--- config.mk ---
export PLATFORM = sky130hd
export DESIGN_NAME = fbScan
export DESIGN_NICKNAME = d
export VERILOG_FILES = /design/src/logic/fbPkg.sv /design/src/logic/fbScan.sv
export SDC_FILE = /design/constraint.sdc
export NUM_CORES = 1
export LEC_CHECK = 0
export BUFFER_PORTS_ARGS = -buffer_cell sky130_fd_sc_hd__buf_4
export CAP_MARGIN = 20
export CORE_ASPECT_RATIO = 0.7
export CORE_MARGIN = 2
export CORE_UTILIZATION = 36
export CTS_BUF_LIST = sky130_fd_sc_hd__clkbuf_4
export DETAILED_ROUTE_END_ITERATION = 10
export GPL_TIMING_DRIVEN = 1
export PLACE_DENSITY = 0.93
export SLEW_MARGIN = 0
export SYNTH_ARGS = -nofsm -noshare
export SYNTH_HDL_FRONTEND = slang
export SYNTH_SLANG_ARGS = --single-unit
--- constraint.sdc ---
create_clock -name ClockA -period 1.85 [get_ports ClockA]
set_clock_uncertainty 0.2 [all_clocks]
set_input_delay 0.4625 -clock ClockA [delete_from_list [all_inputs] [get_ports ClockA]]
set_output_delay 0.4625 -clock ClockA [all_outputs]
set_load 0.005 [all_outputs]
--- src/logic/fbPkg.sv ---
// **********************************************************
// package with the panel geometry, address field widths,
// the APB phase and operation enums and the command structs
// **********************************************************
`default_nettype none

package fbPkg;

    // panel geometry
    localparam int panelWidth = 64;
    // rows in one half, two halves stacked make the 32 row panel
    localparam int halfRows   = 16;
    localparam int numHalves  = 2;
    // R, G, B and a spare byte per pixel
    localparam int colorSlots = 4;

    // one lane per half and colour slot pair
    localparam int numLanes   = numHalves * colorSlots;

    // address fields
    localparam int colorBits   = $clog2(colorSlots);
    // lane address is row then column
    localparam int bodyBits    = $clog2(halfRows) + $clog2(panelWidth);
    // half, body, colour slot from msb down
    localparam int pixAddrBits = $clog2(numHalves) + bodyBits + colorBits;

    // control register, scanEnable in bit 0
    localparam logic [15:0] ctrlAddr = 16'h8000;

    // step of the current APB transfer
    typedef enum logic [1:0] {
        phIdle,
        phAccess,
        phWait
    } apbPhase;

    // decoded operation
    typedef enum logic [2:0] {
        opNone,
        opPixWrite,
        opPixRead,
        opCtrlWrite,
        opCtrlRead,
        opBad
    } fbOp;

    // decoder command to the memory and the response path
    typedef struct packed {
        fbOp                          op;
        logic [$clog2(numLanes)-1:0]  lane;
        logic [bodyBits-1:0]          body;
        logic [7:0]                   data;
    } memCmd;

    // one column of scan output, rgb packed with red on top
    typedef struct packed {
        logic [$clog2(halfRows)-1:0]   row;
        logic [$clog2(panelWidth)-1:0] column;
        logic [23:0]                   topRgb;
        logic [23:0]                   botRgb;
    } scanBeat;

endpackage

`default_nettype wire

--- src/logic/fbScan.sv ---
// **********************************************************
// row and column sweep of the store into scan beats, with
// valid and ready back-pressure
// **********************************************************
`default_nettype none

module fbScan import fbPkg::*; (
    input  logic                  ClockA,
    input  logic                  arstN,
    input  logic                  scanEnable,
    output logic                  scanEn,
    output logic [bodyBits-1:0]   scanBody,
    input  logic [numLanes*8-1:0] scanWord,
    output logic                  beatValid,
    output scanBeat               beat,
    input  logic                  beatReady
);

    // delayed enable, gives the two cycle start
    logic                run;
    // a fetched read is waiting in scanWord
    logic                inFlight;
    // next location to read, row in the upper bits so it wraps row then column
    logic [bodyBits-1:0] nextBody;
    // location of the beat held in scanWord
    logic [bodyBits-1:0] beatBody;
    logic                issue;

    // read only when the held beat leaves or there is none
    assign issue = run && scanEnable && (!inFlight || beatReady);

    assign scanEn    = issue;
    assign scanBody  = nextBody;
    assign beatValid = inFlight;

    always_ff @(posedge ClockA or negedge arstN) begin
        if (!arstN) begin
            run      <= 1'b0;
            inFlight <= 1'b0;
            nextBody <= '0;
        end else begin
            run <= scanEnable;
            // disabled scan restarts at row 0, column 0
            if (!scanEnable) begin
                nextBody <= '0;
            end else if (issue) begin
                nextBody <= nextBody + 1'b1;
            end
            // a new read replaces the taken beat, otherwise the taken beat clears
            if (issue) begin
                inFlight <= 1'b1;
            end else if (beatReady) begin
                inFlight <= 1'b0;
            end
        end
    end

    // position follows the read it belongs to
    always_ff @(posedge ClockA) begin
        if (issue) begin
            beatBody <= nextBody;
        end
    end

    // beat straight from the held lane bytes, stable while stalled
    always_comb begin
        {beat.row, beat.column} = beatBody;
        // top half, lanes 0 to 2 as R, G, B
        beat.topRgb = {scanWord[0*8 +: 8], scanWord[1*8 +: 8], scanWord[2*8 +: 8]};
        // bottom half, lanes 4 to 6
        beat.botRgb = {scanWord[4*8 +: 8], scanWord[5*8 +: 8], scanWord[6*8 +: 8]};
    end

endmodule

`default_nettype wire

Word level (Yosys, flattened, before mapping)
Cells that the tools add are included.
{"block": "word_totals", "register_bits": 22, "latch_bits": 0, "mem_bits_rw": 0, "rom_bits": 0, "inputBits": 68, "out_inout_bits": 70, "wordCells": 15, "n_memories": 0}
{"block": "classes", "n_addsub": 1, "multipliers": 0, "div": 0, "order_cmp": 0, "n_eq_ne": 1, "n_shift": 0, "mux": 4, "bitwise": 0, "n_reduce_logical": 5}
{"op": "$mux 10", "n": 2}
{"op": "$add 10x1->10 const B", "n": 1}
{"op": "$logic_and 1x1->1", "n": 2}
{"op": "$mux 1", "n": 2}
{"op": "$ne 2x1->1 const B", "n": 1}
{"op": "$reduce_bool 2->1", "n": 1}
{"op": "$logic_not 1->1", "n": 1}
{"op": "$logic_or 1x1->1", "n": 1}

Depth between registers and ports, before layout
{"block": "depth", "ltp_word": 5, "mapped_depth": 5}

Worst setup path after synthesis
Ideal clock, no wire load.
{"block": "synth_path", "path_kind": "register to output", "startpoint": "register inFlight (netlist: beatValid)", "endpoint": "output scanEn", "arrival_time_ns": 1.215, "t_required_ns": 1.187, "slack_ns": -0.028, "stages_incl_launch_ff": 4, "cell_sequence": "dfrtp_1 > nor2b_4 > buf_6 > nor2_1"}
{"block": "synth_between", "elab_chain_cells": 3}
{"item": "start, declared", "line": "fbScan.sv:22", "rtl": "logic inFlight;"}
{"item": "start signal, assigned", "line": "fbScan.sv:39", "rtl": "inFlight <= 1'b0;"}
{"item": "start signal, assigned", "line": "fbScan.sv:51", "rtl": "inFlight <= 1'b1;"}
{"item": "start signal, assigned", "line": "fbScan.sv:53", "rtl": "inFlight <= 1'b0;"}
{"item": "$logic_not 1->1", "line": "fbScan.sv:30", "rtl": "assign issue = run && scanEnable && (!inFlight || beatReady);"}
{"item": "$logic_or 1x1->1", "line": "fbScan.sv:30"}
{"item": "$logic_and 1x1->1", "line": "fbScan.sv:30"}
{"item": "end, declared", "line": "fbScan.sv:11", "rtl": "output logic scanEn,"}
Every way passes these cells.

Worst setup path after layout
{"block": "layout_path", "startpoint": "register run", "endpoint": "output scanEn"}
{"block": "layout_between", "elab_chain_cells": 2}
{"item": "start, declared", "line": "fbScan.sv:20", "rtl": "logic run;"}
{"item": "start signal, assigned", "line": "fbScan.sv:42", "rtl": "run <= scanEnable;"}
{"item": "$logic_and 1x1->1 (2 in series)", "line": "fbScan.sv:30"}
Every way passes these cells.

==> reports/metrics.cfg <==
[power_and_ir_drop]
intPower_uw = 797
power.leakage_uw = 0.000577
switching_share_pct = 19.7
cellPowerDensity_nw_per_um2 = 776
p_comb_share_pct = 9.4
p_clk_share_pct = 36.2
ir_drop_uv = 272
seqPwrFrac_pct = 54.5
power.switching_uw = 195

[layout]
fillCellCount = 327
drive_above_1_share_pct = 40.6
design_area_um2 = 1280
diodes = 0
synthToLayoutAreaGrowth_pct = -1.35
nets = 171
fin_cells = 151

[timing]
slew_violations = 0
hold_viol = 0
tightestPinTransition_ns = 0.293
max_freq_ghz = 0.551
relSlewSlack_pct = 80.3
period_minus_slack_ns = 1.81
min_period_over_period_pct = 98.0
setup_tns_ns = 0
finalSetupViolations = 0

[yosys]
synth_edf_count = 10
synthArstFlopShare_pct = 54.5
yosysWarnings = 0
synth_ff_type = dfrtp_1
syn_area_um2 = 1290
seq_area_frac_synth_pct = 46.4
ys_ff_latch = 22
syn_nets = 185
synth_cells = 116
post_synth_num_cell_types = 25
avgSynthCellArea_um2 = 11.2

[worst_setup_path]
startpoint_type = flop
crit_required_ns = 1.19
critPathArrivalTime_ns = 1.15
crit_type = reg2out
r2r_start = scanBody[1]
crit_start = run
end_kind = output pin
cp_max_fo = 8

[global_routing]
antenna_found_initial = 0
grt_max_degree = 14
grt_usage_pct = 9.89
grt-ovfl-total = 0
grt_pass1_wl_mm = 2.91
first_global_vias = 608

[die]
die_h_um = 54.2
chipWidth_um = 75.7
dieArea_um2 = 4100
core_um2 = 3490
start_util_pct = 37.1
io_pins = 138
row_count = 18

[run_status]
status = complete, no violations

[worst_hold_path]
hp-class = in2reg
hp-start = beatReady

[detailed_routing]
drc = 0
vias = 650
wirelength_mm = 2.01
via_per_inst = 4.30
drtAntennaViolNets = 0
firstDrtPassIters = 4
drt_iter0_markers = 27
routed_wire_length_per_instance_um = 13.3

[clocking]
clockRootBuffer = clkbuf_4
cts_buffers = 3
htree_num_levels = 1
path_clk_slew_ns = 0.12
clk_latency_ns = 0.30
cts_tree = built
clock-sinks = 22
clk_path_buf_depth = 2

[placed_design]
gp_congestion = 0.813
io_buffer_count = 25
dpl_cell_area_um2 = 1200
dp_cells = 145
hpwl_mm = 1.45

[run]
maxCapViolations = 0

-- path summary, 6_finish.rpt --
path | slack [ns] | end | depth (start not counted)
worst min-delay path | 0.23 | beatValid | 3
min in group asynchronous | 0.33 | run | 2
worst max register to register | 0.17 | scanBody[6] | 5
worst min register to register | 0.31 | beatBody[8] | 0
max in group asynchronous | 0.97 | scanBody[9] | 2
worst max-delay path | 0.04 | scanEn | 3
-- critical path, stage by stage (launching register included) --
cell and delay [ns]:
dfrtp_1 0.41, nand2_2 0.24, nor2_4 0.06, buf_4 0.14
-- cell usage after synthesis (all sizes together) (2+ instances only) --
library cell | count | area (um2)
buf | 49 | 372
dfrtp | 12 | 300
nand2 | 11 | 43.8
edfxtp | 10 | 300
and2 | 5 | 31.3
mux2i | 4 | 40.0
nand3 | 3 | 15.0
nor3 | 3 | 20.0
xor2 | 3 | 26.3
nand4 | 2 | 18.8
nor2 | 2 | 7.51
nor4 | 2 | 42.5
xnor2 | 2 | 17.5
-- repair_timing --
action	CTS	global route
setup buffers	0	1
gates resized for setup	0	1
endpoints found under the setup margin	0	1
hold buffers	1	0
hold endpoints to repair	12	0
-- power groups by stage --
stage	logic, uW	registers, uW	clock network (uW)
after global placement	85.9	550	0
after global routing	103	543	383
final	93.1	540	358
after detailed placement	87.8	551	0
after floorplan	117	553	0
after CTS	89.8	541	364
-- kinds of logic (layout without fill, tap and decap cells) --
kind of cell / count (synthesis) / count (layout) / synth area share, %
AOI/OAI and AO/OA: 1 / 1 / 0.386
xor gates and xnor gates: 5 / 5 / 3.38
adders and majority gates: 1 / 1 / 0.966
buffers and inverters: 51 / 36 / 29.3
DFF: 22 / 22 / 46.4
muxes: 4 / 4 / 3.09
and+or+nand+nor: 32 / 32 / 16.5
-- registers in the layout (all words and copies together), names as in the netlist --
register and count:
beatBody 10, beatValid 1, run 1, scanBody 10
-- area by class of cell --
| class | instances | area, um2 | share of cell area [%] |
|---|---|---|---|
| clock buffers | 3 | 22.5 | 1.76 |
| clock inverters | 1 | 30.0 | 2.35 |
| inverters | 1 | 3.75 | 0.294 |
| multi-input cells | 43 | 323 | 25.3 |
| flip-flops and latches | 22 | 601 | 47.0 |
| well taps | 50 | 62.6 | 4.90 |
| repair buffers | 31 | 235 | 18.4 |
-- placed cells by master, fill, tap and decap left out --
cell,n
buf_4,30
dfrtp_1,12
nand2_1,10
edfxtp_1,10
and2_1,5
mux2i_1,4
nand3_1,3
xor2_1,3
clkbuf_4,3
xnor2_1,2
nor4_4,2
nor3_1,2
nor2b_4,1
nand2_2,1
nor2_4,1
o21ai_0,1
or2b_1,1
inv_1,1
nand4_2,1
nand4_1,1
nor2_1,1
nor3_2,1
and3_1,1
nor3b_1,1
ha_1,1
bufinv_16,1
dlygate4sd3_1,1
-- through the flow --
| stage | worst slack (ns) | hold WS, ns | utilization, % | total power (uW) |
|---|---|---|---|---|
| after global placement | 0.193 | 0.108 | 34.4 | 636 |
| after CTS | 0.0167 | 0.228 | 36.2 | 995 |
| after floorplan | 0.168 | -0.0331 | - | 670 |
| after global routing | -0.0197 | 0.236 | 36.6 | 1030 |
| after detailed placement | 0.185 | 0.112 | 34.4 | 639 |
| final | 0.0363 | 0.231 | 36.6 | 992 |
-- metal layers --
metal | vias to the layer above | wire length (um) | GRT usage (%)
met5 | - | 0 | 0
met4 | 0 | 46 | 4.39
met3 | 10 | 206 | 6.93
met2 | 40 | 940 | 14.6
met1 | 299 | 813 | 10.9
li1 | 301 | - | -
Note: power is estimated with default switching activity, not from simulation.
