===== config.mk =====
export PLATFORM = sky130hd
export DESIGN_NAME = fbResponse
export DESIGN_NICKNAME = d
export VERILOG_FILES = /design/src/logic/fbPkg.sv /design/src/logic/fbResponse.sv
export SDC_FILE = /design/constraint.sdc
export NUM_CORES = 1
export LEC_CHECK = 0
export ABC_AREA = 1
export BUFFER_PORTS_ARGS = -buffer_cell sky130_fd_sc_hd__buf_2
export CAP_MARGIN = 10
export CORE_MARGIN = 2
export CORE_UTILIZATION = 23
export DETAILED_ROUTE_END_ITERATION = 7
export GPL_TIMING_DRIVEN = 1
export PLACE_DENSITY_LB_ADDON = 0.25
export SKIP_CTS_REPAIR_TIMING = 1
export SLEW_MARGIN = 20
export SYNTH_ARGS = -nofsm -noshare
export SYNTH_HDL_FRONTEND = slang
export SYNTH_SLANG_ARGS = --single-unit
export TNS_END_PERCENT = 50

===== constraint.sdc =====
create_clock -name ClockA -period 0.8 [get_ports ClockA]
set_input_delay 0.16 -clock ClockA [delete_from_list [all_inputs] [get_ports ClockA]]
set_output_delay 0.16 -clock ClockA [all_outputs]
set_load 0.1 [all_outputs]

===== src/logic/fbPkg.sv =====
// **********************************************************
// package with the panel geometry, address field widths,
// the APB phase and operation enums and the command structs
// **********************************************************
`default_nettype none

package fbPkg;

    // panel geometry
    localparam int panelWidth = 64;
    // rows in one half, two halves stacked make the 32 row panel
    localparam int halfRows   = 16;
    localparam int numHalves  = 2;
    // R, G, B and a spare byte per pixel
    localparam int colorSlots = 4;

    // one lane per half and colour slot pair
    localparam int numLanes   = numHalves * colorSlots;

    // address fields
    localparam int colorBits   = $clog2(colorSlots);
    // lane address is row then column
    localparam int bodyBits    = $clog2(halfRows) + $clog2(panelWidth);
    // half, body, colour slot from msb down
    localparam int pixAddrBits = $clog2(numHalves) + bodyBits + colorBits;

    // control register, scanEnable in bit 0
    localparam logic [15:0] ctrlAddr = 16'h8000;

    // step of the current APB transfer
    typedef enum logic [1:0] {
        phIdle,
        phAccess,
        phWait
    } apbPhase;

    // decoded operation
    typedef enum logic [2:0] {
        opNone,
        opPixWrite,
        opPixRead,
        opCtrlWrite,
        opCtrlRead,
        opBad
    } fbOp;

    // decoder command to the memory and the response path
    typedef struct packed {
        fbOp                          op;
        logic [$clog2(numLanes)-1:0]  lane;
        logic [bodyBits-1:0]          body;
        logic [7:0]                   data;
    } memCmd;

    // one column of scan output, rgb packed with red on top
    typedef struct packed {
        logic [$clog2(halfRows)-1:0]   row;
        logic [$clog2(panelWidth)-1:0] column;
        logic [23:0]                   topRgb;
        logic [23:0]                   botRgb;
    } scanBeat;

endpackage

`default_nettype wire


===== src/logic/fbResponse.sv =====
// **********************************************************
// control register, PRDATA, PREADY and PSLVERR
// **********************************************************
`default_nettype none

module fbResponse import fbPkg::*; (
    input  logic        ClockA,
    input  logic        arstN,
    input  memCmd       cmd,
    input  logic        cmdValid,
    input  logic [7:0]  laneData,
    output logic [31:0] PRDATA,
    output logic        PREADY,
    output logic        PSLVERR,
    output logic        scanEnable
);

    // pixel read waiting one cycle for its lane data
    logic pendRead;

    always_ff @(posedge ClockA or negedge arstN) begin
        if (!arstN) begin
            pendRead   <= 1'b0;
            scanEnable <= 1'b0;
        end else begin
            pendRead <= cmdValid && (cmd.op == opPixRead);
            if (cmdValid && (cmd.op == opCtrlWrite)) begin
                scanEnable <= cmd.data[0];
            end
        end
    end

    // everything but a pixel read finishes with the strobe
    assign PREADY = (cmdValid && (cmd.op != opPixRead)) || pendRead;

    // only bad addresses fail
    assign PSLVERR = cmdValid && (cmd.op == opBad);

    // read data, zero outside a completing read
    always_comb begin
        if (pendRead) begin
            PRDATA = {24'd0, laneData};
        end else if (cmdValid && (cmd.op == opCtrlRead)) begin
            PRDATA = {31'd0, scanEnable};
        end else begin
            PRDATA = '0;
        end
    end

endmodule

`default_nettype wire


---- Word-level counts from Yosys, hierarchy flattened ----
Index checks and enable logic that the tools add are counted.
storage, ports and cells
  bits in registers ....................... 2
  output and inout bits ................... 35
  word-level logic and storage cells ...... 15
operators by class
  equal/unequal tests ..................... 5
  muxes and demuxes ....................... 2
  reduce and logical (&&, ||, !) cells .... 6
operators by type and width
  cell                count
  $mux 8              1
  $eq 3x2->1 const B  2
  $eq 3x3->1 const B  2
  $logic_and 1x1->1   5
  $ne 3x2->1 const B  1
  $logic_or 1x1->1    1
  $mux 1              1

---- Logic depth before layout (Yosys ltp) ----
Gate-level depths: netlist of run 1.
  depth after elaboration ................. 4
  gate-level depth with buffers ........... 5

---- Worst setup path before layout of run 1 ----
OpenSTA, ideal clock, no wires.
  kind .................................... input port to output port
  from .................................... input port cmd[22] in the netlist's numbering
  to ...................................... output port PSLVERR
  data arrival time ....................... 2.258 ns
  path slack .............................. -1.618 ns
  stages .................................. 1
  buffers on the path ..................... 0
  cells stage by stage .................... nor3_1
between the ends
  word-level cells in the longest chain between the ends .. 2
ends and longest elaborated chain
  what               RTL line          text
  start, declared    fbResponse.sv:9   input memCmd cmd,
  $eq 3x3->1         fbResponse.sv:37  assign PSLVERR = cmdValid && (cmd.op == opBad);
  $logic_and 1x1->1  fbResponse.sv:37
  end, declared      fbResponse.sv:14  output logic PSLVERR,
No other way between the ends.

---- Worst setup path after layout of run 1 ----
  from .................................... register scanEnable
  to ...................................... output port PRDATA[0]
between the ends
  word-level cells in the longest chain between the ends .. 2
ends and longest elaborated chain
  what                    RTL line          text
  start, declared         fbResponse.sv:15  output logic scanEnable
  start signal, assigned  fbResponse.sv:28  scanEnable <= cmd.data[0];
  $mux 1                  fbResponse.sv:43  end else if (cmdValid && (cmd.op == opCtrlRead)) begin
  $mux 8                  fbResponse.sv:41  if (pendRead) begin
  end, declared           fbResponse.sv:12  output logic [31:0] PRDATA,
No other way between the ends.

==> results of run 1 <==
-- placed cells by master, fill, tap and decap left out --
master,n
nand2_1,7
nand2_2,3
nor3_4,1
dfrtp_4,1
nor2_4,1
nor2_1,3
buf_4,4
clkbuf_4,3
inv_2,5
inv_1,4
nand3_1,1
dfrtp_1,1
clkinvlp_4,3
clkbuf_1,1
conb_1,24
nand2_8,1
nand2_4,6
inv_4,1
buf_2,14
nand3b_1,1
dlygate4sd3_1,1
buf_12,12
-- layer usage --
metal	vias to the layer above	share of wire	GRT usage
met2	30	0.53	0.166
met5	-	0	0
met3	3	0.12	0.0437
li1	200	-	-
met4	0	0.029	0.0857
met1	173	0.32	0.0808
-- logic make-up (layout without fill, tap and decap cells) --
kind of cell  Yosys count  in the layout  synth area share
buf+inv                38             48             0.600
simple gates           24             24             0.266
flops                   2              2             0.125
other cells             1             24           0.00937
-- registers in the layout, indices dropped and copies added, names as in the netlist --
| name | count |
|---|---|
| scanEnable | 1 |
| pendRead | 1 |
-- power breakdown --
group / internal [uW] / total, uW / switching [uW]
Sequential: 119 / 126 / 7.53
Combinational: 167 / 920 / 753
Clock: 187 / 267 / 80.7
-- final cells by class --
| cell class | instances | share of cell area |
|---|---|---|
| timing repair buffer | 31 | 0.444 |
| tap | 17 | 0.0270 |
| multi-input combinational | 48 | 0.348 |
| inverter | 13 | 0.0794 |
| clock buffer | 4 | 0.0333 |
| sequential | 2 | 0.0683 |
-- cell usage after synthesis --
cell type,count,area share
nor2_4,1,0.028
nand2_2,1,0.016
nor2_1,3,0.028
nand2_1,16,0.15
conb_1,1,0.0094
dfrtp_1,2,0.13
buf_4,24,0.45
nand3b_1,1,0.019
nor3_1,1,0.012
nand3_1,1,0.012
inv_1,9,0.084
buf_6,1,0.028
inv_2,4,0.037
-- how the worst max path moves through the flow --
stage,end,from,cells after the start,slack [ns]
floorplan,PRDATA[0],scanEnable,3,-0.48
global placement,PRDATA[0],pendRead,4,-0.24
detailed placement,PRDATA[0],pendRead,4,-0.27
CTS,PRDATA[0],pendRead,4,-0.53
global route,PRDATA[0],pendRead,4,-0.55
finish,PRDATA[0],scanEnable,4,-0.50
-- through the flow --
stage	cells	instance area (um2)	hold WS, ns	util
2_1_floorplan	88	562	-0.136	-
3_3_place_gp	110	732	-0.0500	0.433
3_5_place_dp	110	732	-0.0483	0.433
4_1_cts	114	758	-0.300	0.449
5_1_grt	115	788	0.192	0.467
6_report	115	788	0.162	0.467
-- worst reg2reg max path, stage by stage (launching register included) --
cell and delay, ns:
dfrtp_4 0.46, buf_4 0.15, nand2_1 0.06, nand2_1 0.05
==> summary.md, run 1 <==
* 2 — Pre-Repair DR Iteration Count
* dfrtp_4 — critical-path cell with the highest stage delay
* 0 — post-detailed-route count of antenna-violating nets
* 2 — #FFs+latches synth
* primary input to flip-flop — Min-Delay Path Class
* 2 — CTS sink cnt
* 1 — buffers plus inverters on the worst setup path
* 0.669 mV — Worst VDD drop
* 770 MHz — achievable clock frequency
* 3 — number of cells on the worst reg-to-reg path
* 1690 um2 — core area
* 0 — Congestion Overflow GR
* 0.46 ns — peak per-stage delay on the critical path
* 321 — via count of the first global-routing pass
* 13 — count of distinct cell types in the synthesized netlist
* 0.237 — starting density of the core
* complete, but fails checks — outcome
* 0.125 — register area share after synthesis
* flip-flops — crit-path leading delay family
* 3 — number of CTS-inserted buffers
* 0.000453 uW — Pleak
* 0 ns — worst-case clock skew
* 25 — count of input and output buffers
* 1320 um — global-route wire length before repair
* 6.16 um2 — Avg Inst Size Synth
* 15 — row count
* 7.80 um — detailed-route wire length per cell
* flip-flop to primary output — category of the most critical setup path
* 1 — H-Tree Depth
* 0 — initial antenna violation count
* 3.53 — via density per instance
* 0.561 — fraction of final layout cells sized beyond drive strength 1
* 0.24 ns — clock latency on the worst-skew pair
* 400 um2 — netlist area before placement
* 897 um — aggregate routed wire length
* primary output — critical path endpoint category
* 1.30 ns — clock period minus worst slack
* 0.64 ns — CP Data Required Time
* 134 — Net count, final
* clkbuf_4 — clock root buffer master
* 45.7 um — die span in x
* 0.677 — final weighted congestion of routability-driven global placement
* scanEnable — startpoint of the lowest-slack register-to-register path
* 2 — maximum count of clock buffers along a single path
* 3 — Hold Crit Depth
* 2 — critical path peak fanout
* 96.9% — area added between synthesis and finish
* 1.14 ns — data arrival time at the worst-slack endpoint
* -0.273 ns — post-placement worst setup slack
* 70 — number of primary I/O pins
* 0 — synthesis warning total
* 274 um2 — combined area of the multi-input logic cells
* -4.72 ns — aggregate negative setup slack
* 12 — setup violators final
* 0 — hold violation total from the final report
* 0 — Max Cap Viol
* scanEnable — worst min-delay path endpoint
* 0.03 ns — Clk pin slew, worst setup/hold paths
* 0 — count of pins over their slew limit
* 0 — post-route DRC violation count
* flip-flop — crit path launch type
* scanEnable — endpoint of the worst register-to-register path
* 406 — number of vias after detailed routing
* 803 um — estimated wirelength of the detail-placed design
* -0.499 ns — minimum setup slack in the final design
* 0 — antenna fix cells
* done — clock tree from TritonCTS
* 9 — largest net degree at the start of global routing
* 179 — number of fill cells
* 0.0961 — global-route usage over all layers
* 65 — number of cells produced by synthesis
* yes — RSZ-0062 raised after global routing
* nand2_1 -> nand3b_1 -> nand2_4 -> buf_12 — chain of cells forming the critical path
* 1 — starting DRC count in detailed routing
* 1.62 — period utilisation layout
* negative setup slack — violations in the final reports
* 1310 uW — total chip power
* 53.8 um2 — sequential standard cell area
* cmd[0] — launch point of the worst hold path
* 2090 um2 — total die area
* -0.04 ns — internal reg-to-reg setup slack
* 1670 nW/um2 — PwrDens
* 45.7 um — Die H
No activity file was read; power rests on OpenSTA's default activity.
==> inputs of run 2 (changes only) <==
--- a/config.mk
+++ b/config.mk
@@ -10,6 +10,7 @@
 export CAP_MARGIN = 10
 export CORE_MARGIN = 2
 export CORE_UTILIZATION = 23
+export CTS_BUF_LIST = sky130_fd_sc_hd__clkbuf_16
 export DETAILED_ROUTE_END_ITERATION = 7
 export GPL_TIMING_DRIVEN = 1
 export PLACE_DENSITY_LB_ADDON = 0.25
@@ -18,4 +19,3 @@
 export SYNTH_ARGS = -nofsm -noshare
 export SYNTH_HDL_FRONTEND = slang
 export SYNTH_SLANG_ARGS = --single-unit
-export TNS_END_PERCENT = 50
==> summary.md, run 2 (synthesis gave the netlist of run 1 again) <==
* 835 um — aggregate routed wire length
* complete, but fails checks — outcome
* clkbuf_16 — clock root buffer master
* flip-flop — crit path launch type
* cmd[0] — launch point of the worst hold path
* 0.03 ns — Clk pin slew, worst setup/hold paths
* 10 — largest net degree at the start of global routing
* met4 — top metal layer carrying routed signals
* 0 — post-detailed-route count of antenna-violating nets
* 3 — number of CTS-inserted buffers
* 767 um — estimated wirelength of the detail-placed design
* 15 — row count
* dfrtp_1 — critical-path cell with the highest stage delay
* 284 um — DRT met1 WL
* done — clock tree from TritonCTS
* 0 — hold violation total from the final report
* 2 — Pre-Repair DR Iteration Count
* 0 — post-route DRC violation count
* 2 — CTS sink cnt
* 1 — H-Tree Depth
* 398 — number of vias after detailed routing
* 132 — Net count, final
* 2 — starting DRC count in detailed routing
* primary output — critical path endpoint category
* 0.576 — final weighted congestion of routability-driven global placement
* yes — RSZ-0062 raised after global routing
* 3 — Hold Crit Depth
* 0 — Congestion Overflow GR
* negative setup slack — violations in the final reports
* 0 — count of pins over their slew limit
* 150 — number of fill cells
* 0.64 ns — CP Data Required Time
* 0 — antenna fix cells
* buf_12 — Most Frequent Cell on Critical Path
* 1300 um — global-route wire length before repair
* scanEnable — endpoint of the worst register-to-register path
* 1830 uW — total chip power
* conb_1 — most common cell after layout, fill and taps aside
* 0.237 — starting density of the core
* 441 um — wire length on met2
* 0.37 ns — peak per-stage delay on the critical path
* 3.52 — via density per instance
* 45.7 um — Die H
* -0.01 ns — internal reg-to-reg setup slack
* 1.63 — period utilisation layout
* 1980 nW/um2 — PwrDens
* 301 — via count of the first global-routing pass
* buf_12 -> nand2_1 -> nand2_4 -> buf_12 — chain of cells forming the critical path
* 0.000472 uW — Pleak
* conb_1 (24), buf_2 (14), buf_12 (11) — leading cell types in the layout, fill and taps excluded
* 0.0921 — global-route usage over all layers
* 0 — initial antenna violation count
* flip-flop to primary output — category of the most critical setup path
* 0.22 ns — clock latency on the worst-skew pair
* 3 — number of cells on the worst reg-to-reg path
* pendRead — first element of the critical path
* 12 — setup violators final
* -0.501 ns — minimum setup slack in the final design
* 2 — maximum count of clock buffers along a single path
* scanEnable — startpoint of the lowest-slack register-to-register path
* 0 ns — worst-case clock skew
* 25 — count of input and output buffers
* 769 MHz — achievable clock frequency
* 90 um — Met3 Wirelength
* 45.7 um — die span in x
* 7.39 um — detailed-route wire length per cell
* 0.172 ns — minimum hold slack
* 1690 um2 — core area
* flip-flops — crit-path leading delay family
* 2090 um2 — total die area
* pendRead x1, scanEnable x1 — registers with the most flip-flops
* primary input to flip-flop — Min-Delay Path Class
* 0.563 — fraction of final layout cells sized beyond drive strength 1
* 9 — critical path peak fanout
* 2 — buffers plus inverters on the worst setup path
* 1.21 mV — Worst VDD drop
* 131% — area added between synthesis and finish
* 1.30 ns — clock period minus worst slack
* 0 — Max Cap Viol
* 1.14 ns — data arrival time at the worst-slack endpoint
* scanEnable — worst min-delay path endpoint
* 70 — number of primary I/O pins
## run 2: changes by cell type in the layout (fill, tap and decap cells not counted), sizes merged
cell,delta
buf,-2
clkinvlp,+1
clkbuf,-1
## run 2: tightest hold or removal path, stage by stage
cell     delay [ns]
buf_2          0.08
nand3_1        0.07
nand2_1        0.06
## run 2: worst max-delay path by stage
stage / to / cells after the start
after detailed placement: PRDATA[0] / 4
after global placement: PRDATA[0] / 4
final: PRDATA[0] / 4
after floorplan: PRDATA[0] / 3
after CTS: PRDATA[0] / 4
after global routing: PRDATA[0] / 4
## run 2: cell type report
type	instances	area, um2	share of cell area
Timing Repair Buffer	29	343	0.371
Clock inverter	1	3.75	0.00406
Tap cell	17	21.3	0.0230
Inverter	13	115	0.124
Multi-Input combinational cell	48	313	0.338
Clock buffer	3	75.1	0.0812
Sequential cell	2	53.8	0.0582
## run 2: metrics by stage
| step | utilization | instances | setup TNS (ns) | cell area (um2) | worst slack [ns] |
|---|---|---|---|---|---|
| after floorplan | - | 88 | -2.69 | 679 | -0.483 |
| after global placement | 0.489 | 108 | -2.29 | 826 | -0.271 |
| after detailed placement | 0.489 | 108 | -2.39 | 826 | -0.290 |
| after CTS | 0.536 | 112 | -4.73 | 905 | -0.524 |
| after global routing | 0.547 | 113 | -5.01 | 925 | -0.552 |
| final | 0.547 | 113 | -4.64 | 925 | -0.501 |
## run 2: where the power goes
| part | switching (uW) | internal (uW) |
|---|---|---|
| Clock | 126 | 643 |
| Sequential | 6.38 | 119 |
| Combinational | 767 | 170 |
| Total | 900 | 932 |
## run 2: routing by layer
metal,vias to the layer above,GRT usage
met4,0,0.0686
met3,2,0.0397
met1,171,0.0974
met2,27,0.144
met5,-,0
li1,198,-
==> inputs of run 3 (changes only) <==
--- a/config.mk
+++ b/config.mk
@@ -6,14 +6,14 @@
 export NUM_CORES = 1
 export LEC_CHECK = 0
 export ABC_AREA = 1
-export BUFFER_PORTS_ARGS = -buffer_cell sky130_fd_sc_hd__buf_2
+export BUFFER_PORTS_ARGS = -buffer_cell sky130_fd_sc_hd__clkbuf_2
 export CAP_MARGIN = 10
 export CORE_MARGIN = 2
 export CORE_UTILIZATION = 23
 export CTS_BUF_LIST = sky130_fd_sc_hd__clkbuf_16
 export DETAILED_ROUTE_END_ITERATION = 7
 export GPL_TIMING_DRIVEN = 1
-export PLACE_DENSITY_LB_ADDON = 0.25
+export PLACE_DENSITY = 0.79
 export SKIP_CTS_REPAIR_TIMING = 1
 export SLEW_MARGIN = 20
 export SYNTH_ARGS = -nofsm -noshare
==> summary.md, run 3 (synthesis gave the netlist of run 1 again) <==
* 3 — Hold Crit Depth
* pendRead x1, scanEnable x1 — registers with the most flip-flops
* 1.17 mV — Worst VDD drop
* 0 — post-detailed-route count of antenna-violating nets
* 0.0317 — GR Layer Usage met3
* 0.03 ns — Clk pin slew, worst setup/hold paths
* 0.000492 uW — Pleak
* 0.146 — global routing met2 resource utilization
* 314 — via count of the first global-routing pass
* flip-flop to primary output — category of the most critical setup path
* 133 — Net count, final
* 0.101 — global-route usage over all layers
* clkbuf_16 — clock root buffer master
* conb_1 (24), clkbuf_2 (11), buf_12 (11) — leading cell types in the layout, fill and taps excluded
* 0 — Max Cap Viol
* 25 — count of input and output buffers
* 149 — number of fill cells
* 1690 um2 — core area
* 0 — post-route DRC violation count
* 143% — area added between synthesis and finish
* 15 — row count
* 8.39 um — detailed-route wire length per cell
* 0 ns — worst-case clock skew
* 0 — antenna fix cells
* 823 um — estimated wirelength of the detail-placed design
* 411 — number of vias after detailed routing
* 45.7 um — die span in x
* 2090 um2 — total die area
* 1.15 ns — data arrival time at the worst-slack endpoint
* 3 — number of CTS-inserted buffers
* primary input to flip-flop — Min-Delay Path Class
* 0.22 ns — clock latency on the worst-skew pair
* 0.43 ns — peak per-stage delay on the critical path
* 953 uW — Internal Pwr Total
* yes — RSZ-0062 raised after global routing
* done — clock tree from TritonCTS
* 3 — number of cells on the worst reg-to-reg path
* 3.61 — via density per instance
* primary output — critical path endpoint category
* 0.64 ns — CP Data Required Time
* 1920 nW/um2 — PwrDens
* met2 — most crowded layer after global routing
* 972 um2 — total non-filler cell area in the finished layout
* 1340 um — global-route wire length before repair
* 0.01 ns — internal reg-to-reg setup slack
* flip-flop — crit path launch type
* 0.237 — starting density of the core
* 1.31 ns — clock period minus worst slack
* nor2_1 -> nand3b_1 -> nand2_4 -> buf_12 — chain of cells forming the critical path
* -4.67 ns — aggregate negative setup slack
* negative setup slack — violations in the final reports
* 0.518 — combinational power share
* -0.512 ns — minimum setup slack in the final design
* 1.64 — period utilisation layout
* 0.608 — fraction of final layout cells sized beyond drive strength 1
* 1 — H-Tree Depth
* dfrtp_2 — critical-path cell with the highest stage delay
* 957 um — aggregate routed wire length
* 0 — hold violation total from the final report
* 0 — count of pins over their slew limit
* 0.0974 — met1 track demand over resource in global routing
* 0.069 — sequential group share of total power
* 45.7 um — Die H
* 2 — maximum count of clock buffers along a single path
* 2 — CTS sink cnt
* conb_1 — most common cell after layout, fill and taps aside
* 4 — Pre-Repair DR Iteration Count
* 762 MHz — achievable clock frequency
* 0 — Congestion Overflow GR
* 4 — starting DRC count in detailed routing
* 910 uW — Switch Pwr
* 0 — initial antenna violation count
* 11 — setup violators final
* 8 — largest net degree at the start of global routing
* 4 — critical path peak fanout
* 70 — number of primary I/O pins
* 0.488 — Switching Share
* 818 um2 — area after detailed placement
* complete, but fails checks — outcome
* 0.691 — final weighted congestion of routability-driven global placement
* 0.413 — Clk network pwr share
==> run 3: power by group through the flow <==
| stage | combinational [uW] | sequential [uW] | clock [uW] |
|---|---|---|---|
| final | 966 | 128 | 769 |
| after global placement | 921 | 127 | 0 |
| after floorplan | 763 | 199 | 0 |
| after global routing | 995 | 129 | 805 |
| after detailed placement | 925 | 128 | 0 |
| after CTS | 926 | 127 | 783 |
==> run 3: worst max-delay path, delay by kind of cell (launching register included) <==
family | cells | cell delay (ns)
DFF | 1 | 0.43
buffers and inverters | 1 | 0.16
and+or+nand+nor | 3 | 0.33
==> run 3: routing by layer <==
| metal | vias to the layer above | part of all wire | wire [um] |
|---|---|---|---|
| met5 | - | 0 | 0 |
| met4 | 0 | 0.044 | 42 |
| met3 | 5 | 0.12 | 113 |
| met2 | 31 | 0.56 | 533 |
| met1 | 175 | 0.28 | 268 |
| li1 | 200 | - | - |
==> run 3: layout make-up <==
| type | count | area (um2) | share of cell area |
|---|---|---|---|
| multi-input cells | 48 | 323 | 0.332 |
| repair buffers | 30 | 377 | 0.387 |
| clock inverters | 1 | 3.75 | 0.00386 |
| flip-flops and latches | 2 | 55.1 | 0.0566 |
| inverters | 13 | 118 | 0.121 |
| well taps | 17 | 21.3 | 0.0219 |
| clock buffers | 3 | 75.1 | 0.0772 |
==> run 3: metrics by stage <==
stage	std cells	util	hold WS, ns	total power (uW)	setup slack (ns)
floorplan	88	-	-0.136	962	-0.483
global placement	107	0.484	-0.0521	1050	-0.304
detailed placement	107	0.484	-0.0458	1050	-0.330
CTS	111	0.531	-0.282	1840	-0.565
global route	114	0.576	0.170	1930	-0.543
finish	114	0.576	0.164	1860	-0.512
==> run 3: final timing paths <==
check,end,startpoint
min reg2reg,scanEnable,scanEnable
max reg2reg,scanEnable,scanEnable
min in group asynchronous,scanEnable,arstN
max in group asynchronous,pendRead,arstN
max,PRDATA[0],pendRead
min,pendRead,cmdValid
