File: src/logic/fbPkg.sv
// **********************************************************
// package with the panel geometry, address field widths,
// the APB phase and operation enums and the command structs
// **********************************************************
`default_nettype none

package fbPkg;

    // panel geometry
    localparam int panelWidth = 64;
    // rows in one half, two halves stacked make the 32 row panel
    localparam int halfRows   = 16;
    localparam int numHalves  = 2;
    // R, G, B and a spare byte per pixel
    localparam int colorSlots = 4;

    // one lane per half and colour slot pair
    localparam int numLanes   = numHalves * colorSlots;

    // address fields
    localparam int colorBits   = $clog2(colorSlots);
    // lane address is row then column
    localparam int bodyBits    = $clog2(halfRows) + $clog2(panelWidth);
    // half, body, colour slot from msb down
    localparam int pixAddrBits = $clog2(numHalves) + bodyBits + colorBits;

    // control register, scanEnable in bit 0
    localparam logic [15:0] ctrlAddr = 16'h8000;

    // step of the current APB transfer
    typedef enum logic [1:0] {
        phIdle,
        phAccess,
        phWait
    } apbPhase;

    // decoded operation
    typedef enum logic [2:0] {
        opNone,
        opPixWrite,
        opPixRead,
        opCtrlWrite,
        opCtrlRead,
        opBad
    } fbOp;

    // decoder command to the memory and the response path
    typedef struct packed {
        fbOp                          op;
        logic [$clog2(numLanes)-1:0]  lane;
        logic [bodyBits-1:0]          body;
        logic [7:0]                   data;
    } memCmd;

    // one column of scan output, rgb packed with red on top
    typedef struct packed {
        logic [$clog2(halfRows)-1:0]   row;
        logic [$clog2(panelWidth)-1:0] column;
        logic [23:0]                   topRgb;
        logic [23:0]                   botRgb;
    } scanBeat;

endpackage

`default_nettype wire

File: src/logic/fbDecode.sv
// **********************************************************
// APB phase tracking and address decode into one registered
// memory or register command per transfer
// **********************************************************
`default_nettype none

module fbDecode import fbPkg::*; (
    input  logic        ClockA,
    input  logic        arstN,
    input  logic        PSEL,
    input  logic        PENABLE,
    input  logic        PWRITE,
    input  logic [15:0] PADDR,
    input  logic [31:0] PWDATA,
    input  logic        PREADY,
    output memCmd       cmd,
    output logic        cmdValid
);

    apbPhase                phase;
    fbOp                    opNext;
    logic [pixAddrBits-1:0] pixAddr;
    logic                   pixRegion;
    logic                   accessStart;

    // pixel address sits in the low bits of PADDR
    assign pixAddr = PADDR[pixAddrBits-1:0];
    // everything above the pixel field must be zero for a pixel access
    assign pixRegion = (PADDR[15:pixAddrBits] == '0);

    // first access cycle only, later wait cycles are ignored
    assign accessStart = (phase == phAccess) && PSEL && PENABLE;

    // classify the address
    always_comb begin
        if (PADDR == ctrlAddr) begin
            opNext = PWRITE ? opCtrlWrite : opCtrlRead;
        end else if (pixRegion) begin
            opNext = PWRITE ? opPixWrite : opPixRead;
        end else begin
            opNext = opBad;
        end
    end

    // phase tracking, one decode per transfer
    always_ff @(posedge ClockA or negedge arstN) begin
        if (!arstN) begin
            phase <= phIdle;
        end else begin
            case (phase)
                phIdle: begin
                    // setup cycle seen
                    if (PSEL && !PENABLE) begin
                        phase <= phAccess;
                    end
                end
                phAccess: begin
                    if (PSEL && PENABLE) begin
                        phase <= phWait;
                    end
                end
                phWait: begin
                    // transfer completes on this edge
                    if (PREADY) begin
                        phase <= phIdle;
                    end
                end
                default: begin
                    phase <= phIdle;
                end
            endcase
        end
    end

    // registered command and its strobe
    always_ff @(posedge ClockA or negedge arstN) begin
        if (!arstN) begin
            cmd      <= '0;
            cmdValid <= 1'b0;
        end else begin
            cmdValid <= accessStart;
            if (accessStart) begin
                cmd.op   <= opNext;
                // lane is half bit joined with the colour slot
                cmd.lane <= {pixAddr[pixAddrBits-1], pixAddr[colorBits-1:0]};
                cmd.body <= pixAddr[colorBits +: bodyBits];
                // only the low byte is ever stored
                cmd.data <= PWDATA[7:0];
            end
        end
    end

endmodule

`default_nettype wire

File: config.mk
export PLATFORM = sky130hd
export DESIGN_NAME = fbDecode
export DESIGN_NICKNAME = d
export VERILOG_FILES = /design/src/logic/fbPkg.sv /design/src/logic/fbDecode.sv
export SDC_FILE = /design/constraint.sdc
export NUM_CORES = 1
export LEC_CHECK = 0
export BUFFER_PORTS_ARGS = -buffer_cell sky130_fd_sc_hd__buf_2
export CAP_MARGIN = 20
export CELL_PAD_IN_SITES_DETAIL_PLACEMENT = 0
export CELL_PAD_IN_SITES_GLOBAL_PLACEMENT = 1
export CORE_UTILIZATION = 27
export CTS_CLUSTER_SIZE = 30
export DETAILED_ROUTE_END_ITERATION = 16
export PLACE_DENSITY = 0.85
export RECOVER_POWER = 25
export SLEW_MARGIN = 20
export SYNTH_ARGS = -nofsm -noshare
export SYNTH_HDL_FRONTEND = slang
export SYNTH_SLANG_ARGS = --single-unit
export TNS_END_PERCENT = 100
File: constraint.sdc
create_clock -name ClockA -period 1.6 [get_ports ClockA]
set_clock_uncertainty 0.2 [all_clocks]
set_input_delay 0.08 -clock ClockA [delete_from_list [all_inputs] [get_ports ClockA]]
set_output_delay 0.08 -clock ClockA [all_outputs]
set_load 0.02 [all_outputs]
### After elaboration in Yosys (flattened, before gate mapping)

Cells that the tools add are included.

* register bits after elaboration: 27
* input bits: 54
* output and inout bits: 25
* logic and storage cells: 28

* equality and inequality tests: 6
* multiplexer cells: 8
* reductions and logical operators: 8

Operator list (count)
* == test 16 bit, second input constant: 1
* two-way mux 3 bit: 3
* two-way mux 2 bit: 4
* case mux 2 bit (3 select lines): 1
* logical AND 1 bit: 4
* inequality test 2 bit, second input constant: 2
* zero test 3 bit: 1
* AND reduction 3 bit: 1
* == test 2 x 1 -> 1 bit, second input constant: 1
* == test 2 bit, second input constant: 1
* zero test 2 bit: 1
* inequality test 2 x 1 -> 1 bit, second input constant: 1
* zero test 1 bit: 1

### Logic depth before layout (Yosys ltp)

Gate-level depths: netlist (run 1).

* depth after elaboration: 4
* mapped depth: 5
* depth with buffers taken out: 4

### Worst setup path after synthesis (run 1)

No wires, ideal clock.

* path type: register -> register
* from: reg phase[1]
* to: reg cmd[10] in the netlist's numbering
* setup time: 65 ps
* arrival time: 995 ps
* data required time: 1335 ps
* setup slack: 339 ps
* cell stages (with the launch flop): 6
* path buffers: 1
* clock period less this slack: 1261 ps
* path through: dfrtp_1 -> nand4b_4 -> inv_1 -> buf_4 -> nand2_1 -> nand2_1

* cells in the longest elaborated chain, start to end: 3

RTL lines
* start, declared: RTL line fbDecode.sv:20 `apbPhase phase;`
* start signal, assigned: RTL line fbDecode.sv:48 `phase <= phIdle;`
* start signal, assigned: RTL line fbDecode.sv:54 `phase <= phAccess;`
* start signal, assigned: RTL line fbDecode.sv:59 `phase <= phWait;`
* == test 2 x 1 -> 1 bit: RTL line fbDecode.sv:32 `assign accessStart = (phase == phAccess) && PSEL && PENABLE;`
* logical AND 1 bit (2 in series): RTL line fbDecode.sv:32
* end, declared: RTL line fbDecode.sv:16 `output memCmd cmd,`

No other way between the ends.
A chain may end at the register's enable or synchronous reset.

### Worst setup path after layout (run 1)

* from: in PADDR[12]
* to: reg cmd[23] in the netlist's numbering

* cells in the longest elaborated chain, start to end: 2

RTL lines
* start, declared: RTL line fbDecode.sv:13 `input logic [15:0] PADDR,`
* == test 16 bit: RTL line fbDecode.sv:36 `if (PADDR == ctrlAddr) begin`
* two-way mux 3 bit: RTL line fbDecode.sv:36

No other way between the ends.

==> results of run 1 <==
cells in the final DEF (no fill, tap or decap), types with 2 or more instances in the layout:
master / Yosys / routed
buf_2: 1 / 53
buf_4: 2 / 2
clkbuf_8: 0 / 3
dfrtp_1: 27 / 27
dlygate4sd3_1: 0 / 29
nand2_1: 64 / 64
nor2_1: 3 / 3
nor4_2: 0 / 2
logic make-up after synthesis:
family	synth area share, %
compound gates	3.25
buf+inv	2.55
flops	62.6
simple gates	30.6
mux	0.928
metal layers:
metal	share of wire, %	up-vias	GRT usage [%]
li1	-	533	-
met1	41	491	17.7
met2	50	37	26.9
met3	3.5	16	2.60
met4	5.5	0	10.3
met5	0	-	0
timing repair:
item                                    4_1_cts  5_1_grt
hold buffers                                 29        0
gates resized for setup                       0        4
endpoints found under the setup margin        0        2
buffers inserted                              0        0
hold endpoints to repair                     53        0
worst max-delay path: cells and delay by family:
family          cells  cell delay, ps
buf+inv             2             690
simple gates        3             590
compound gates      1             180
report_power, final:
part | internal [uW] | switching [uW]
clock | 177 | 225
combinational | 300 | 469
sequential | 870 | 94.7
layout make-up:
class	instances	area [sq um]	share of cell area (%)
clock buffers	3	41.3	2.32
repair buffers	86	596	33.4
well taps	48	60.1	3.37
clock inverters	1	7.51	0.421
flip-flops and latches	27	676	37.9
inverters	1	3.75	0.211
multi-input cells	82	399	22.4
registers in the layout, indices dropped and copies added (netlist names):
| register | flops |
|---|---|
| cmd | 24 |
| cmdValid | 1 |
| phase | 2 |
how the worst max path moves through the flow:
stage                          to  depth (start not counted)
final                     cmd[23]                          6
after global routing      cmd[23]                          6
after CTS                 cmd[23]                          6
after detailed placement  cmd[23]                          5
after global placement    cmd[23]                          5
after floorplan           cmd[10]                          5
per-stage QoR:
step           cell area [sq um]  setup WS, ps  hold slack [ps]
5_1_grt                     1780         -12.6              116
2_1_floorplan               1080           339             -416
3_5_place_dp                1420           190            -67.1
6_report                    1780          37.3             94.4
3_3_place_gp                1420           208            -75.1
4_1_cts                     1760          18.6             87.1
==> summary.md, run 1 <==
| Metric | Value |
|---|---|
| Hold crit path type | `input port to flop` |
| Top-area cell type share of the netlist area | `62.6%` |
| Synth Register Bits | `27` |
| Std cell rows | `22` |
| Htree depth | `1` |
| Critical Path AT | `1540 ps` |
| ANT cells | `0` |
| R2R depth | `3` |
| I/O pins | `79` |
| Post-Place Cells | `approximately 220` |
| GP Congestion | `approximately 0.70` |
| Worst Path Max Fanout | `2` |
| Critical path origin | `PADDR[12]` |
| Share of cells above drive strength 1 | `between 30 and 40%` |
| Die width | `about 65 um` |
| Synth async-reset ratio | `100%` |
| CP Class | `input port to flop` |
| Power Dens Cells | `approximately 1200 nW/um^2` |
| Clock sinks | `27` |
| Crit. End Element | `flop` |
| DRT antenna net count | `0` |
| Sequential share of the synthesized area | `~63%` |
| Worst-path cell chain | `dlygate4sd3_1, buf_2, nor4b_2, and4_1, nand2_1, a22o_1` |
| Placed wire-length estimate | `1.93 mm` |
| Fin cells | `248` |
| Leak pwr | `0.000960 uW` |
| Mean post-synth cell area | `between 9 and 10 sq um` |
| Setup slack, reg-to-reg | `110 ps` |
| Final hold violations | `0` |
| Total power | `approximately 2100 uW` |
| DR vias | `between 1,000 and 1,500` |
| Hold Path Stages | `5` |
| # port buffers | `54` |
| Post-layout min period | `1560 ps` |
| Final wirelength | `3.07 mm` |
| Die H | `65.2 um` |
| Top post-synthesis cells by area | `dfrtp_1 63%, nand2_1 22%, nand4b_4 2.2%, nor4_1 1.7%, buf_4 1.4%` |
| Die footprint | `4250 sq um` |
| Cell accounting for the most synthesized area | `dfrtp_1` |
| Achievable frequency | `~640 MHz` |
| Slew Limit Fails | `0` |
| Area delta synth->final | `65.3%` |
| Status | `finished clean` |
| Worst VDD drop | `0.000482 V` |
| Post-synthesis cell type count | `20` |
| Slowest-stage cell, CP | `dlygate4sd3_1` |
| Initial antenna violation count | `0` |
| Most used DFF post-synth | `dfrtp_1` |
| CTS buffer count | `3` |
| Synth warnings | `0` |
| Post-synth net total | `168` |
| Worst Hold Launch | `PSEL` |
| Fillers | `376` |
| Core Util, Final | `47.6%` |
| R2R Path Start | `phase[0]` |
| Vias in the first global route | `1,139` |
| Worst Hold Endpoint | `cmd[4]` |
| Initial Utilization | `between 20% and 30%` |
| Synthesized area | `about 1100 sq um` |
| First-pass GRT wire length | `between 5 and 6 mm` |
| Iteration-0 DRC Markers | `62` |
| Element type at the critical path start | `input port` |
| Most frequent cell after synthesis | `nand2_1` |
| Rel. slew slack | `between 50% and 60%` |
| DR WL/cell | `12.4 um` |
| RR Endpoint | `phase[0]` |
| CTS tree | `done` |
| Synth Instances | `114` |
| Nets | `255` |
| DRC errors left | `0` |
| Setup violations, final | `0` |
| Total grt overflow | `0` |
| Max clock buf depth | `2` |
| Worst Path Required | `1580 ps` |
| Largest net degree at the start of global routing | `28` |
| Worst skew pair latency | `270 ps` |
| Root buf cell | `clkbuf_8` |
| DRT Pass-1 Iters | `4` |
| Max_cap viols | `0` |
| Period utilization | `97.7%` |
| Clock-pin slew of the registers on the worst-case setup and hold paths | `100 ps` |
| Setup TNS | `0 ps` |
| Post-synth EDFFs | `0` |
| Core Box Area | `~3700 sq um` |
| Vias/cell | `~4.3` |
| Slowest stage delay, CP | `550 ps` |
| Tot GR Track Use | `15.7%` |
| Post-synth top cells | `64 x nand2_1, 27 x dfrtp_1, 3 x nor2_1, 3 x nor4_1, 2 x buf_4` |
| Slew at the pin closest to its max-slew limit | `680 ps` |
(Power assumes the default switching activity.)
==> run 2, diff against run 1 <==
--- a/config.mk
+++ b/config.mk
@@ -6,13 +6,13 @@
 export NUM_CORES = 1
 export LEC_CHECK = 0
 export BUFFER_PORTS_ARGS = -buffer_cell sky130_fd_sc_hd__buf_2
-export CAP_MARGIN = 20
 export CELL_PAD_IN_SITES_DETAIL_PLACEMENT = 0
 export CELL_PAD_IN_SITES_GLOBAL_PLACEMENT = 1
-export CORE_UTILIZATION = 27
+export CORE_UTILIZATION = 28
+export CTS_BUF_LIST = sky130_fd_sc_hd__clkbuf_8
 export CTS_CLUSTER_SIZE = 30
 export DETAILED_ROUTE_END_ITERATION = 16
-export PLACE_DENSITY = 0.85
+export PLACE_DENSITY = 0.87
 export RECOVER_POWER = 25
 export SLEW_MARGIN = 20
 export SYNTH_ARGS = -nofsm -noshare
==> run 2 against run 1 <==
Net effect:
- utilization increased by 0.85 points
- wire length decreased by 5.8%
- final area increased by 0.28%
- clock power barely moved
- register-to-register slack got worse by 50 ps
- maximum frequency shrank 1.6%
- flip-flop and latch count stayed put
- first-iteration DRC count up 15%
==> summary.md, run 2 (synthesis results as in run 1) <==
| Metric | Value |
|---|---|
| Share of cells above drive strength 1 | `32.7%` |
| DRT Pass-1 Iters | `4` |
| Nets | `roughly 250` |
| Core Box Area | `3690 sq um` |
| Commonest non-fill, non-tap cell in the layout | `nand2_1` |
| Largest net degree at the start of global routing | `28` |
| Most flop-heavy register | `cmd` |
| DR WL/cell | `11.7 um` |
| Root buf cell | `clkbuf_8` |
| Setup TNS | `0 ps` |
| # port buffers | `54` |
| Max clock buf depth | `2` |
| Worst Path Required | `1580 ps` |
| Achievable frequency | `630 MHz` |
| Iteration-0 DRC Markers | `71` |
| Fillers | `360` |
| Area of the multi-input gates | `slightly above 400 sq um` |
| Power Dens Cells | `~1200 nW/um^2` |
| Status | `finished clean` |
| Final wirelength | `2.89 mm` |
| Worst Path Max Fanout | `2` |
| Post-Place Cells | `215` |
| Rel. slew slack | `55.5%` |
| Critical Path AT | `1560 ps` |
| Crit. End Element | `flop` |
| Final hold violations | `0` |
| Vias/cell | `4.29` |
| Clock sinks | `27` |
| ANT cells | `0` |
| Element type at the critical path start | `input port` |
| Setup violations, final | `0` |
| Register area | `676 sq um` |
| Hold crit path type | `input port to flop` |
| Area delta synth->final | `65.8%` |
| Die width | `roughly 64 um` |
| Worst skew pair latency | `280 ps` |
| DRC errors left | `0` |
| Leading cell types in the layout, fill and taps excluded | `64 x nand2_1, 52 x buf_2, 29 x dlygate4sd3_1` |
| DR vias | `1,060` |
| Clock-pin slew of the registers on the worst-case setup and hold paths | `100 ps` |
| Max_cap viols | `0` |
| Vias in the first global route | `1,079` |
| CTS tree | `done` |
| I/O pins | `79` |
| Final non-filler cell area | `1790 sq um` |
| Largest regs | `cmd (24), phase (2), cmdValid (1)` |
| Total power | `approximately 2100 uW` |
| DRT antenna net count | `0` |
| Leak pwr | `0.000957 uW` |
| Total grt overflow | `0` |
| Placed standard-cell area | `1420 sq um` |
| Fin cells | `247` |
| Hold Slack | `76.3 ps` |
| Slew at the pin closest to its max-slew limit | `668 ps` |
| CTS buffer count | `3` |
| Htree depth | `1` |
| Die H | `64.1 um` |
| Slew Limit Fails | `0` |
| Die footprint | `between 4000 and 5000 sq um` |
| Worst VDD drop | `0.000472 V` |
| Std cell rows | `22` |
| Number of flip-flops under the largest register name | `24` |
| Period utilization | `99.2%` |
| Tot GR Track Use | `roughly 15%` |
| CP Class | `input port to flop` |
| GP Congestion | `0.714` |
| Initial Utilization | `29.2%` |
| First-pass GRT wire length | `4.69 mm` |
| Initial antenna violation count | `0` |
| Post-layout min period | `1590 ps` |
| Setup Fix Bufs, Post-CTS | `0` |
[run 2: cell types whose count changed in the layout (fill, tap and decap cells not counted), sizes merged]
cell / change
buf: -1
[run 2: critical path: stages]
cell,delay [ps]
dlygate4sd3_1,540
buf_2,150
nor4_4,270
and4_1,260
nand2_1,80
a22o_1,170
[run 2: timing repair]
item	CTS	global route
hold endpoints to repair	53	0
resized for setup	0	5
hold buffers	29	0
endpoints found under the setup margin	0	2
[run 2: per-stage QoR]
| step | setup WS (ps) | util [%] |
|---|---|---|
| finish | 12.3 | 48.5 |
| global route | -85.1 | 48.5 |
| CTS | 30.4 | 47.7 |
| detailed placement | 200 | 38.5 |
| global placement | 198 | 38.5 |
| floorplan | 339 | - |
[run 2: per-layer routing]
metal,global-route usage (%),routed length [um],vias to the layer above
li1,-,-,533
met1,17.6,1190,486
met2,25.8,1490,32
met3,1.43,120,9
met4,8.24,91,0
met5,0,0,-
[run 2: final timing paths]
path	from	end	slack, ps	cells after the start
min in group asynchronous	arstN	cmd[14]	160	2
hold reg to reg	cmd[15]	cmd[15]	280	2
hold / removal	PSEL	cmd[4]	80	5
setup reg to reg	phase[0]	phase[0]	60	3
max in group asynchronous	arstN	cmd[1]	610	2
setup / recovery	PADDR[8]	cmd[23]	10	6
[run 2: final cells by class]
class	count	area share, %
Clock buffer	3	2.31
Clock inverter	1	0.420
Inverter	1	0.210
Multi-Input combinational cell	82	22.9
Sequential cell	27	37.8
Tap cell	48	3.36
Timing Repair Buffer	85	33.0
[run 2: report_power, final]
group	internal [uW]	switching, uW
logic	299	473
registers	870	95.3
clock network	177	225
==> run 3, diff against run 2 <==
--- a/config.mk
+++ b/config.mk
@@ -5,6 +5,7 @@
 export SDC_FILE = /design/constraint.sdc
 export NUM_CORES = 1
 export LEC_CHECK = 0
+export ABC_AREA = 1
 export BUFFER_PORTS_ARGS = -buffer_cell sky130_fd_sc_hd__buf_2
 export CELL_PAD_IN_SITES_DETAIL_PLACEMENT = 0
 export CELL_PAD_IN_SITES_GLOBAL_PLACEMENT = 1
@@ -14,6 +15,7 @@
 export DETAILED_ROUTE_END_ITERATION = 16
 export PLACE_DENSITY = 0.87
 export RECOVER_POWER = 25
+export SKIP_LAST_GASP = 1
 export SLEW_MARGIN = 20
 export SYNTH_ARGS = -nofsm -noshare
 export SYNTH_HDL_FRONTEND = slang
==> run 3 against run 2 <==
Net effect:
- non-clock buffer count decreased by 1
- wire length shrank 4.3%
- flip-flop and latch count did not move
- first-iteration DRC count is 14% lower
- clock-buffer cell count is the same
- final area up 1.3%
- largest power group is now combinational logic
==> summary.md, run 3 <==
| Metric | Value |
|---|---|
| Setup Fix Bufs, Post-CTS | `0` |
| DR vias | `about 1,100` |
| Critical path origin | `PSEL` |
| Synth async-reset ratio | `100%` |
| Iteration-0 DRC Markers | `61` |
| CP most frequent cell | `dlygate4sd3_1` |
| Post-layout min period | `1510 ps` |
| Synthesized area | `1170 sq um` |
| Sequential share of the synthesized area | `between 50% and 60%` |
| Slowest-stage cell, CP | `dlygate4sd3_1` |
| Setup TNS | `0 ps` |
| Hold crit path type | `input port to flop` |
| GP Congestion | `0.805` |
| Core Box Area | `4000 sq um` |
| WP depth | `5` |
| Worst VDD drop | `0.000374 V` |
| First-pass GRT wire length | `4.46 mm` |
| Vias/cell | `just over 4` |
| ANT cells | `0` |
| Synth warnings | `0` |
| Post-synth net total | `200` |
| Initial Utilization | `29.2%` |
| Max clock buf depth | `2` |
| Share of cells above drive strength 1 | `27.4%` |
| Most used DFF post-synth | `dfrtp_1` |
| Post-synthesis cell type count | `12` |
| Slowest stage delay, CP | `roughly 560 ps` |
| RR Endpoint | `cmd[18]` |
| Commonest non-fill, non-tap cell in the layout | `nand2_1` |
| Setup slack, reg-to-reg | `between 150 and 200 ps` |
| RSZ-0062 raised after global routing | `false` |
| Max_cap viols | `0` |
| Total grt overflow | `0` |
| Cell accounting for the most synthesized area | `dfrtp_1` |
| Fin cells | `280` |
| Status | `finished clean` |
| Worst-path cell chain | `dlygate4sd3_1, buf_2, nand2_1, dlygate4sd3_1, o31ai_2` |
| Number of flip-flops under the largest register name | `24` |
| Largest net degree at the start of global routing | `28` |
| Top post-synthesis cells by area | `dfrtp_1 58%, nand2_1 27%, nor2_1 5.1%, nand3_1 2.6%, buf_6 1.9%` |
| Synth Register Bits | `27` |
| Slew at the pin closest to its max-slew limit | `645 ps` |
| Worst Path Required | `between 1500 and 2000 ps` |
| WP buf/inv | `3` |
| Die footprint | `4440 sq um` |
| Root buf cell | `clkbuf_8` |
| Slew Limit Fails | `0` |
| Largest regs | `cmd (24), phase (2), cmdValid (1)` |
| Most flop-heavy register | `cmd` |
| Initial antenna violation count | `0` |
| Crit-path leading delay family | `buffers and inverters` |
| Clock-pin slew of the registers on the worst-case setup and hold paths | `about 80 ps` |
| Final hold violations | `0` |
| Power Dens Cells | `about 1500 nW/um^2` |
| Post-Place Cells | `249` |
| DRT antenna net count | `0` |
| Die H | `between 60 and 70 um` |
| # port buffers | `54` |
| R2R depth | `4` |
| Element type at the critical path start | `input port` |
| Die width | `around 67 um` |
| CTS tree | `done` |
| CTS buffer count | `3` |
| Area delta synth->final | `54.9%` |
| Final wirelength | `approximately 2.8 mm` |
| Top-area cell type share of the netlist area | `57.8%` |
| Period utilization | `94.4%` |
| Leading cell types in the layout, fill and taps excluded | `83 x nand2_1, 52 x buf_2, 27 x dfrtp_1, 27 x dlygate4sd3_1, 16 x nor2_1` |
| Crit. End Element | `flop` |
| Post-synth top cells | `83 x nand2_1, 27 x dfrtp_1, 16 x nor2_1` |
| R2R Path Start | `phase[1]` |
| Hold Slack | `15.5 ps` |
| Tot GR Track Use | `between 10% and 20%` |
| Total power | `2670 uW` |
| Mean post-synth cell area | `8.00 sq um` |
| Std cell rows | `23` |
| DRT Pass-1 Iters | `4` |
| Most frequent cell after synthesis | `nand2_1` |
| Vias in the first global route | `1,014` |
| Post-synth EDFFs | `0` |
| Worst Path Max Fanout | `2` |
| Clock sinks | `27` |
| Placed wire-length estimate | `1.97 mm` |
| Htree depth | `1` |
| Setup violations, final | `0` |
| Setup WS post-layout | `90.4 ps` |
| DRC errors left | `0` |
| DR WL/cell | `around 9.9 um` |
| I/O pins | `slightly below 80` |
| Leak pwr | `0.00100 uW` |
| CP Class | `input port to flop` |
| Worst setup path endpoint | `phase[0]` |
| Nets | `285` |
| Rel. slew slack | `a little under three fifths` |
| Synth Instances | `between 100 and 150` |
| Achievable frequency | `~660 MHz` |
| Critical Path AT | `1490 ps` |
| DP Worst Slack | `137 ps` |
| Worst skew pair latency | `260 ps` |
-- run 3: per-layer routing --
layer | up-vias | GRT usage (%) | part of all wire, % | wire length [um]
met1 | 515 | 16.9 | 45 | 1250
li1 | 610 | - | - | -
met5 | - | 0 | 0 | 0
met2 | 24 | 22.7 | 52 | 1430
met3 | 0 | 1.03 | 3.2 | 88
met4 | 0 | 5.59 | 0 | 0
-- run 3: area by class of cell --
cell class	count	area, sq um
Clock buffer	3	41.3
Clock inverter	1	3.75
Fill cell	406	2190
Inverter	6	25.0
Multi-Input combinational cell	109	440
Sequential cell	27	676
Tap cell	50	62.6
Timing Repair Buffer	84	562
-- run 3: report_power, final --
part,internal (uW),switching (uW),total (uW)
registers,989,154,1140
logic,419,743,1160
clock network,171,191,362
-- run 3: logic make-up after synthesis --
family          synth area share, %
flops                          57.8
buf+inv                        4.92
compound gates                 1.50
simple gates                   35.8
-- run 3: per-stage QoR --
stage                     cell area [sq um]  utilization (%)
after floorplan                        1170                -
after global placement                 1490             37.2
after detailed placement               1490             37.2
after CTS                              1800             45.1
after global routing                   1810             45.3
final                                  1810             45.3
-- run 3: what timing repair did --
item,4_1_cts,5_1_grt
setup endpoints to repair,0,3
resized for setup,0,3
endpoints found under the hold margin,53,0
hold buffers,27,0
-- run 3: worst min path at each step --
stage | start | to | slack [ps] | cells past startpoint
6_report | PADDR[14] | cmd[21] | 20 | 5
5_1_grt | PADDR[14] | cmd[21] | 70 | 5
3_5_place_dp | arstN | cmd[2] | -80 | 1
2_1_floorplan | arstN | cmdValid | -420 | 0
3_3_place_gp | arstN | cmd[2] | -80 | 1
4_1_cts | PADDR[14] | cmd[21] | 5 | 5
-- run 3: tightest hold or removal path, cell delays in order --
cell and delay (ps):
buf_2 90, nor2_1 60, nand3_1 90, nand3_1 80, nand2_1 50
